**src/axi_bridge_cfg.svh**
```systemverilog
`ifndef AXI_BRIDGE_CFG_SVH
`define AXI_BRIDGE_CFG_SVH

// Byte address width on both the AXI and AXI-Lite sides
`define AXI_ADDR_W 8

// Data width, strobe is one bit per byte
`define AXI_DATA_W 32
`define AXI_STRB_W (`AXI_DATA_W / 8)

// Transaction ID and user sideband widths
`define AXI_ID_W 4
`define AXI_USER_W 1

// Up to 2**OUTSTANDING_W writes in flight without a response
`define OUTSTANDING_W 2

// Number of 32-bit words in the register bank
`define REG_COUNT 16

`endif

```
**src/axi_lite_pkg.sv**
```systemverilog
`default_nettype none

`include "axi_bridge_cfg.svh"

package axi_lite_pkg;

  // Write response codes, only the two the bank returns
  typedef enum logic [1:0] {
    OKAY   = 2'b00,
    SLVERR = 2'b10
  } axi_resp_e;

  // AXI-Lite write address
  typedef struct packed {
    logic [`AXI_ADDR_W-1:0] addr;
  } axil_aw_t;

  // AXI-Lite write data
  typedef struct packed {
    logic [`AXI_DATA_W-1:0] data;
    logic [`AXI_STRB_W-1:0] strb;
  } axil_w_t;

  // AXI-Lite write response
  typedef struct packed {
    axi_resp_e resp;
  } axil_b_t;

endpackage

`default_nettype wire

```
**src/axi_full_pkg.sv**
```systemverilog
`default_nettype none

`include "axi_bridge_cfg.svh"

package axi_full_pkg;

  import axi_lite_pkg::*;

  // Full AXI write address, burst fields kept for protocol shape
  typedef struct packed {
    logic [`AXI_ID_W-1:0]   id;
    logic [`AXI_ADDR_W-1:0] addr;
    logic [7:0]             len;
    logic [2:0]             size;
    logic [1:0]             burst;
    logic [`AXI_USER_W-1:0] user;
  } axi_aw_t;

  // Full AXI write data beat
  typedef struct packed {
    logic [`AXI_DATA_W-1:0] data;
    logic [`AXI_STRB_W-1:0] strb;
    logic                   last;
  } axi_w_t;

  // Full AXI write response
  // Same response code as the AXI-Lite side
  typedef struct packed {
    logic [`AXI_ID_W-1:0]   id;
    axi_resp_e              resp;
    logic [`AXI_USER_W-1:0] user;
  } axi_b_t;

endpackage

`default_nettype wire

```
**src/skid_buffer.sv**
```systemverilog
`timescale 1ns/10ps
`default_nettype none

module skid_buffer #(
  parameter int DATA_W = 8
) (
  input  wire logic              clk,
  input  wire logic              i_rst,
  input  wire logic              i_valid,
  input  wire logic [DATA_W-1:0] i_data,
  output logic                   o_ready,
  output logic                   o_valid,
  output logic [DATA_W-1:0]      o_data,
  input  wire logic              i_ready
);

  logic              out_valid;
  logic [DATA_W-1:0] out_data;
  logic              spill_valid;
  logic [DATA_W-1:0] spill_data;
  logic              in_push;
  logic              out_free;

  // Ready only depends on the spill flop
  assign o_ready  = !spill_valid;
  assign in_push  = i_valid && o_ready;
  // Output slot can take a new item this cycle
  assign out_free = !out_valid || i_ready;

  always_ff @(posedge clk) begin
    if (i_rst) begin
      out_valid   <= 1'b0;
      spill_valid <= 1'b0;
    end else if (out_free) begin
      // Spill drains first, input is blocked while it is full
      out_valid   <= spill_valid || in_push;
      spill_valid <= 1'b0;
    end else if (in_push) begin
      spill_valid <= 1'b1;
    end
  end

  always_ff @(posedge clk) begin
    if (out_free) begin
      out_data <= spill_valid ? spill_data : i_data;
    end
    if (!out_free && in_push) begin
      spill_data <= i_data;
    end
  end

  assign o_valid = out_valid;
  assign o_data  = out_data;

endmodule

`default_nettype wire

```
**src/id_fifo.sv**
```systemverilog
`timescale 1ns/10ps
`default_nettype none

module id_fifo #(
  parameter int ADDR_W = 2,
  parameter int DATA_W = 8
) (
  input  wire logic              clk,
  input  wire logic              i_rst,
  input  wire logic              i_push,
  input  wire logic [DATA_W-1:0] i_data,
  output logic                   o_full,
  input  wire logic              i_pop,
  output logic [DATA_W-1:0]      o_data,
  output logic                   o_empty
);

  localparam int DEPTH = 2 ** ADDR_W;

  logic [DATA_W-1:0] mem [DEPTH];
  // Extra MSB tells full from empty
  logic [ADDR_W:0]   wr_ptr;
  logic [ADDR_W:0]   rd_ptr;
  logic              bypass;
  logic              do_push;
  logic              do_pop;

  assign o_empty = (wr_ptr == rd_ptr);
  assign o_full  = (wr_ptr[ADDR_W] != rd_ptr[ADDR_W]) &&
                   (wr_ptr[ADDR_W-1:0] == rd_ptr[ADDR_W-1:0]);

  // Empty FIFO with push and pop together passes the entry straight through
  assign bypass  = o_empty && i_push && i_pop;
  assign do_push = i_push && !o_full && !bypass;
  assign do_pop  = i_pop && !o_empty;

  always_ff @(posedge clk) begin
    if (i_rst) begin
      wr_ptr <= '0;
      rd_ptr <= '0;
    end else begin
      if (do_push) begin
        wr_ptr <= wr_ptr + 1'b1;
      end
      if (do_pop) begin
        rd_ptr <= rd_ptr + 1'b1;
      end
    end
  end

  always_ff @(posedge clk) begin
    if (do_push) begin
      mem[wr_ptr[ADDR_W-1:0]] <= i_data;
    end
  end

  // Head shows the incoming word when nothing is stored
  assign o_data = o_empty ? i_data : mem[rd_ptr[ADDR_W-1:0]];

endmodule

`default_nettype wire

```
**src/axi_axil_reflect_wr.sv**
```systemverilog
`timescale 1ns/10ps
`default_nettype none

`include "axi_bridge_cfg.svh"

module axi_axil_reflect_wr import axi_lite_pkg::*, axi_full_pkg::*; (
  input  wire logic     clk,
  input  wire logic     i_rst,
  input  wire axi_aw_t  i_aw,
  input  wire logic     i_aw_valid,
  output logic          o_aw_ready,
  input  wire axi_w_t   i_w,
  input  wire logic     i_w_valid,
  output logic          o_w_ready,
  output axi_b_t        o_b,
  output logic          o_b_valid,
  input  wire logic     i_b_ready,
  output axil_aw_t      o_axil_aw,
  output logic          o_axil_aw_valid,
  input  wire logic     i_axil_aw_ready,
  output axil_w_t       o_axil_w,
  output logic          o_axil_w_valid,
  input  wire logic     i_axil_w_ready,
  input  wire axil_b_t  i_axil_b,
  input  wire logic     i_axil_b_valid,
  output logic          o_axil_b_ready
);

  // ID and user of one accepted request
  typedef struct packed {
    logic [`AXI_ID_W-1:0]   id;
    logic [`AXI_USER_W-1:0] user;
  } id_tag_t;

  logic     aw_sb_ready;
  logic     w_sb_ready;
  logic     fifo_full;
  logic     fifo_empty;
  id_tag_t  tag_in;
  id_tag_t  tag_head;
  axil_aw_t aw_in;
  axil_w_t  w_in;
  logic     unused_bits;

  assign tag_in = '{id: i_aw.id, user: i_aw.user};
  assign aw_in  = '{addr: i_aw.addr};
  assign w_in   = '{data: i_w.data, strb: i_w.strb};

  skid_buffer #(.DATA_W($bits(axil_aw_t))) u_aw_sb (
    .clk, .i_rst,
    .i_valid(i_aw_valid && o_aw_ready), .i_data(aw_in), .o_ready(aw_sb_ready),
    .o_valid(o_axil_aw_valid), .o_data(o_axil_aw), .i_ready(i_axil_aw_ready)
  );

  skid_buffer #(.DATA_W($bits(axil_w_t))) u_w_sb (
    .clk, .i_rst,
    .i_valid(i_w_valid && o_w_ready), .i_data(w_in), .o_ready(w_sb_ready),
    .o_valid(o_axil_w_valid), .o_data(o_axil_w), .i_ready(i_axil_w_ready)
  );

  // Tags leave in the order the addresses came in
  id_fifo #(.ADDR_W(`OUTSTANDING_W), .DATA_W($bits(id_tag_t))) u_id_fifo (
    .clk, .i_rst,
    .i_push(i_aw_valid && o_aw_ready), .i_data(tag_in), .o_full(fifo_full),
    .i_pop(o_b_valid && i_b_ready), .o_data(tag_head), .o_empty(fifo_empty)
  );

  // Full FIFO stops both channels to cap outstanding writes
  assign o_aw_ready = aw_sb_ready && !fifo_full;
  assign o_w_ready  = w_sb_ready && !fifo_full;

  assign o_b_valid      = i_axil_b_valid;
  assign o_b            = '{id: tag_head.id, resp: i_axil_b.resp, user: tag_head.user};
  assign o_axil_b_ready = i_b_ready;

  // Burst shape is fixed at one beat, so these bits are dropped
  assign unused_bits = ^{i_aw.len, i_aw.size, i_aw.burst, i_w.last, fifo_empty};

endmodule

`default_nettype wire

```
**src/axil_reg_bank.sv**
```systemverilog
`timescale 1ns/10ps
`default_nettype none

`include "axi_bridge_cfg.svh"

module axil_reg_bank import axi_lite_pkg::*; (
  input  wire logic                         clk,
  input  wire logic                         i_rst,
  input  wire axil_aw_t                     i_aw,
  input  wire logic                         i_aw_valid,
  output logic                              o_aw_ready,
  input  wire axil_w_t                      i_w,
  input  wire logic                         i_w_valid,
  output logic                              o_w_ready,
  output axil_b_t                           o_b,
  output logic                              o_b_valid,
  input  wire logic                         i_b_ready,
  input  wire logic [$clog2(`REG_COUNT)-1:0] i_dbg_idx,
  output logic [`AXI_DATA_W-1:0]            o_dbg_data
);

  localparam int IDX_W = $clog2(`REG_COUNT);
  // First byte address past the bank
  localparam logic [`AXI_ADDR_W:0] LIMIT = (`AXI_ADDR_W + 1)'(`REG_COUNT * 4);

  logic [`AXI_DATA_W-1:0] regs [`REG_COUNT];
  logic                   accept;
  logic                   in_range;
  logic [IDX_W-1:0]       wr_idx;
  logic                   b_valid;
  axi_resp_e              b_resp;

  // Both channels go in together, one write at a time
  assign accept     = i_aw_valid && i_w_valid && !b_valid;
  assign o_aw_ready = accept;
  assign o_w_ready  = accept;

  assign in_range = {1'b0, i_aw.addr} < LIMIT;
  assign wr_idx   = i_aw.addr[IDX_W+1:2];

  always_ff @(posedge clk) begin
    if (i_rst) begin
      for (int i = 0; i < `REG_COUNT; i++) begin
        regs[i] <= '0;
      end
    end else if (accept && in_range) begin
      // Byte lane merge
      for (int b = 0; b < `AXI_STRB_W; b++) begin
        if (i_w.strb[b]) begin
          regs[wr_idx][8*b +: 8] <= i_w.data[8*b +: 8];
        end
      end
    end
  end

  // Response held until the manager takes it
  always_ff @(posedge clk) begin
    if (i_rst) begin
      b_valid <= 1'b0;
    end else if (accept) begin
      b_valid <= 1'b1;
    end else if (i_b_ready) begin
      b_valid <= 1'b0;
    end
  end

  always_ff @(posedge clk) begin
    if (accept) begin
      b_resp <= in_range ? OKAY : SLVERR;
    end
  end

  assign o_b_valid = b_valid;
  assign o_b       = '{resp: b_resp};

  assign o_dbg_data = regs[i_dbg_idx];

endmodule

`default_nettype wire

```
**src/axi_wr_bridge_top.sv**
```systemverilog
`timescale 1ns/10ps
`default_nettype none

`include "axi_bridge_cfg.svh"

module axi_wr_bridge_top import axi_lite_pkg::*, axi_full_pkg::*; (
  input  wire logic                         clk,
  input  wire logic                         i_rst,
  input  wire axi_aw_t                      i_aw,
  input  wire logic                         i_aw_valid,
  output logic                              o_aw_ready,
  input  wire axi_w_t                       i_w,
  input  wire logic                         i_w_valid,
  output logic                              o_w_ready,
  output axi_b_t                            o_b,
  output logic                              o_b_valid,
  input  wire logic                         i_b_ready,
  input  wire logic [$clog2(`REG_COUNT)-1:0] i_dbg_idx,
  output logic [`AXI_DATA_W-1:0]            o_dbg_data
);

  // AXI-Lite link between bridge and bank
  axil_aw_t axil_aw;
  logic     axil_aw_valid;
  logic     axil_aw_ready;
  axil_w_t  axil_w;
  logic     axil_w_valid;
  logic     axil_w_ready;
  axil_b_t  axil_b;
  logic     axil_b_valid;
  logic     axil_b_ready;

  axi_axil_reflect_wr u_bridge (
    .clk, .i_rst,
    .i_aw, .i_aw_valid, .o_aw_ready,
    .i_w, .i_w_valid, .o_w_ready,
    .o_b, .o_b_valid, .i_b_ready,
    .o_axil_aw(axil_aw), .o_axil_aw_valid(axil_aw_valid), .i_axil_aw_ready(axil_aw_ready),
    .o_axil_w(axil_w), .o_axil_w_valid(axil_w_valid), .i_axil_w_ready(axil_w_ready),
    .i_axil_b(axil_b), .i_axil_b_valid(axil_b_valid), .o_axil_b_ready(axil_b_ready)
  );

  axil_reg_bank u_regs (
    .clk, .i_rst,
    .i_aw(axil_aw), .i_aw_valid(axil_aw_valid), .o_aw_ready(axil_aw_ready),
    .i_w(axil_w), .i_w_valid(axil_w_valid), .o_w_ready(axil_w_ready),
    .o_b(axil_b), .o_b_valid(axil_b_valid), .i_b_ready(axil_b_ready),
    .i_dbg_idx, .o_dbg_data
  );

endmodule

`default_nettype wire

```
**config.mk**
```make
export PLATFORM = sky130hd
export DESIGN_NAME = axi_wr_bridge_top
export DESIGN_NICKNAME = d
export VERILOG_FILES = /design/src/axi_lite_pkg.sv /design/src/axi_full_pkg.sv /design/src/skid_buffer.sv /design/src/id_fifo.sv /design/src/axi_axil_reflect_wr.sv /design/src/axil_reg_bank.sv /design/src/axi_wr_bridge_top.sv
export VERILOG_INCLUDE_DIRS = /design/src
export SDC_FILE = /design/constraint.sdc
export NUM_CORES = 1
export LEC_CHECK = 0
export ABC_CLOCK_PERIOD_IN_PS = 18700
export BUFFER_PORTS_ARGS = -buffer_cell sky130_fd_sc_hd__buf_2
export CAP_MARGIN = 20
export CORE_UTILIZATION = 65
export DETAILED_ROUTE_END_ITERATION = 16
export GPL_TIMING_DRIVEN = 0
export PLACE_DENSITY = 0.87
export SYNTH_ARGS = -nofsm -noshare
export SYNTH_HDL_FRONTEND = slang
export SYNTH_SLANG_ARGS = --single-unit
```
**constraint.sdc**
```tcl
create_clock -name clk -period 18.7 [get_ports clk]
set_input_delay 0 -clock clk [delete_from_list [all_inputs] [get_ports clk]]
set_output_delay 0 -clock clk [all_outputs]
set_load 0.01 [all_outputs]
```
==> results.cfg <==
[timing]
fin_ws_ns = 15.69
rsz0062_at_grt = no
slew_headroom_pct = 22.9
drv_slew = 0
hold_violations = 0
post-route-min-period_ns = 3.01
tightest_slew_ns = 1.14
setup_tns_ns = 0
fmax_ghz = 0.332
worst_clock_skew_ns = 0.0111
fin_crit_sh_pct = 16.1
finalSetupViolCount = 0

[critical_path]
reg2reg_depth = 6
critPathKind = reg2reg
critPathMaxFanout = 10
crit_path_start_kind = flip-flop
cp_cell_sequence = nand3b_4 > nor3_4 > buf_6 > nand2_1 > buf_2 > o21bai_1
crit_path_start = u_regs.o_b_valid
cpMaxStageDelayCell = o21bai_1
r2r-end = u_regs.regs[4][10]
crit_required_ns = 18.93
r2r_slack_ns = 15.69
critPathCaptureType = flip-flop
cpPeakStageDelay_ns = 0.86
crit_end = u_regs.regs[4][10]
worstReg2RegStart = u_regs.o_b_valid
worstPathArrival_ns = 3.24

[global_route]
grt.overflow.total = 0
antenna_found_initial = 0
grt_start_max_net_pins = 22
gr-usage-all-layers_pct = 33.1
grt_pass1_vias = 17200
grt_pass1_wl_mm = 101

[place]
place.port_buffers = 94
routabilityCongestion = 0.965
dp_slack_ns = 15.87
hpwl_mm = 46.1
placed_cell_area_sq_mm = 0.0282

[pwr]
peakVddDrop_mv = 0.0901
powerDensity_mw_per_mm2 = 99.0
p_leak_nw = 10.6

[detailed_routing]
drcViolationCount = 0
firstDrtPassIters = 7
met3_length_mm = 8.83
postRouteAntennaNets = 0
drt_iter0_drc = 2807
via_per_inst = 6.65
wl_per_cell_um = 26.5
vias = 17100
top_layer = met4
dr_wl_met2_mm = 33.4
met1_length_mm = 22.9
drt-total-wl_mm = 68.2

[logic_synthesis]
ys_ff_latch = 630
yosysWarnings = 0
seq_area_frac_synth_pct = 69.7
synth_cell_type_count = 40
synthTopCellsByArea = edfxtp_1 69%, mux4_2 11%, nor2_1 7.3%, mux2_2 2.0%, a22oi_1 1.8%
synth_area_per_cell_sq_um = 15.1
syn_nets = 1859
yosysTopAreaCellShare_pct = 68.8
syn_inst = 1782
synth_area_sq_mm = 0.0269
yosysTopAreaCell = edfxtp_1

[clocking]
root_buffer = clkbuf_16
h-tree-depth = 2
cts.sinks = 630
cts_setup_buffers = 0
worstSkewPairLatency_ns = 0.62
cts_made_buffers = 58
clockBufferDepth = 3
clk_pin_slew_ns = 0.07
cts_tree = yes
cts_resized = 0

[final_layout]
fin_util_pct = 74.6
final_common_cell = edfxtp_1
multiInputGateArea_sq_mm = 0.00747
register_area_sq_mm = 0.0188
num_antenna_cells = 0
layout_common_cells = 617 x edfxtp_1, 521 x nor2_1, 150 x buf_2, 133 x mux4_2, 105 x clkbuf_1
drive_above_1_share_pct = 21.7
final_cell_area_sq_mm = 0.0305
nNetsFinal = 2068
final.fill_count = 2186
syn_to_final_growth_pct = 13.1

[die]
core_sq_mm = 0.0408
dieArea_sq_mm = 0.0423
row_count = 74
die_x_um = 206
io_pins = 114
die_h_um = 206
start_util_pct = 66.0

[status]
status = finished, final reports clean

[flow_run]
cap_violations = 0

[worst_hold_path]
hp-class = in2reg
==> power by group <==
group / switching (mW) / internal, mW
registers: 0.0196 / 1.60
logic: 0.164 / 0.0847
clock network: 0.504 / 0.642
total: 0.687 / 2.33
==> cells by family (layout without fill, tap and decap cells) <==
logic type	after synthesis	count (layout)	synth area share (%)
compound gates	144	144	3.91
xor+xnor	4	4	0.130
fa+ha+maj	5	5	0.232
buf+inv	156	410	2.61
flops	630	630	69.7
mux	183	183	13.2
other cells	1	1	0.0139
simple gates	659	659	10.2
==> registers in the layout (all words and copies together), names as in the netlist, named ones only <==
name	cells
u_bridge.u_aw_sb.o_data	6
u_bridge.u_aw_sb.o_valid	1
u_bridge.u_aw_sb.spill_data	6
u_bridge.u_aw_sb.spill_valid	1
u_bridge.u_id_fifo.mem	20
u_bridge.u_id_fifo.rd_ptr	3
u_bridge.u_id_fifo.wr_ptr	3
u_bridge.u_w_sb.o_data	36
u_bridge.u_w_sb.o_valid	1
u_bridge.u_w_sb.spill_data	36
u_bridge.u_w_sb.spill_valid	1
u_regs.o_b	1
u_regs.o_b_valid	1
u_regs.regs	512
==> worst min-delay path by stage <==
stage / start / endpoint / slack (ns) / cells past startpoint
floorplan: i_aw[16] / u_bridge.u_aw_sb.spill_data[2] / 0.1 / 0
global placement: i_aw[21] / u_bridge.u_aw_sb.spill_data[7] / 0.19 / 1
detailed placement: i_w[33] / u_bridge.u_w_sb.spill_data[32] / 0.19 / 1
CTS: i_aw[21] / u_bridge.u_aw_sb.spill_data[7] / 0.09 / 2
global route: i_aw[16] / u_bridge.u_aw_sb.spill_data[2] / 0.10 / 2
finish: i_w[24] / u_bridge.u_w_sb.spill_data[23] / 0.10 / 2
==> metal layers <==
layer	vias up	GRT usage, %
li1	7023	-
met1	8366	42.4
met2	1451	53.9
met3	250	8.66
met4	0	14.6
met5	-	0
==> repair_timing <==
item	CTS	global route
hold buffers	50	0
hold endpoints to repair	129	0
setup endpoints to repair	0	0
==> worst max-delay path: cells and delay by family, from the launching register on <==
| kind | cells | cell delay (ns) |
|---|---|---|
| AO/OA/AOI/OAI | 1 | 0.86 |
| AND/OR/NAND/NOR | 3 | 0.84 |
| buffers and inverters | 2 | 0.52 |
| flip-flops | 1 | 0.41 |
==> cell type report <==
cell class,count,area share (%)
sequential,630,61.7
clock inverter,22,0.600
buffer,151,2.25
inverter,5,0.0616
clock buffer,83,5.34
tap,532,2.18
timing repair buffer,149,3.38
multi-input combinational,996,24.5
==> stage by stage <==
| stage | power (mW) | hold slack (ns) | std cells |
|---|---|---|---|
| after CTS | 3.00 | 0.0867 | 2568 |
| after detailed placement | 1.88 | 0.192 | 2413 |
| after floorplan | 1.79 | 0.0989 | 1782 |
| final | 3.02 | 0.104 | 2568 |
| after global routing | 3.07 | 0.103 | 2568 |
| after global placement | 1.87 | 0.193 | 2408 |
==> synth_stat cells <==
| cell type | instances |
|---|---|
| o21ai_0 | 2 |
| edfxtp_1 | 617 |
| nor2b_1 | 5 |
| inv_1 | 5 |
| a22oi_1 | 64 |
| mux2i_1 | 2 |
| mux2_2 | 48 |
| nor3_1 | 3 |
| buf_8 | 1 |
| dfxtp_1 | 13 |
| a31oi_1 | 2 |
| a21oi_1 | 9 |
| nor2_2 | 2 |
| and2b_1 | 2 |
| nand3b_1 | 3 |
| buf_4 | 2 |
| a21bo_2 | 1 |
| a211oi_1 | 1 |
| buf_2 | 56 |
| buf_1 | 1 |
| nor2_1 | 521 |
| xnor2_1 | 4 |
| ha_1 | 5 |
| buf_6 | 4 |
| or2_1 | 1 |
| a21o_1 | 1 |
| and2_1 | 7 |
| conb_1 | 1 |
| nand2b_1 | 6 |
| o21bai_1 | 64 |
| nor4b_1 | 1 |
| clkbuf_1 | 87 |
| nand3_2 | 2 |
| nand2_1 | 85 |
| nand3_1 | 8 |
| nand3b_4 | 1 |
| nor3_4 | 1 |
| or2_2 | 1 |
| mux4_2 | 133 |
| nand3_4 | 10 |
Note: power is estimated with default switching activity, not from simulation.
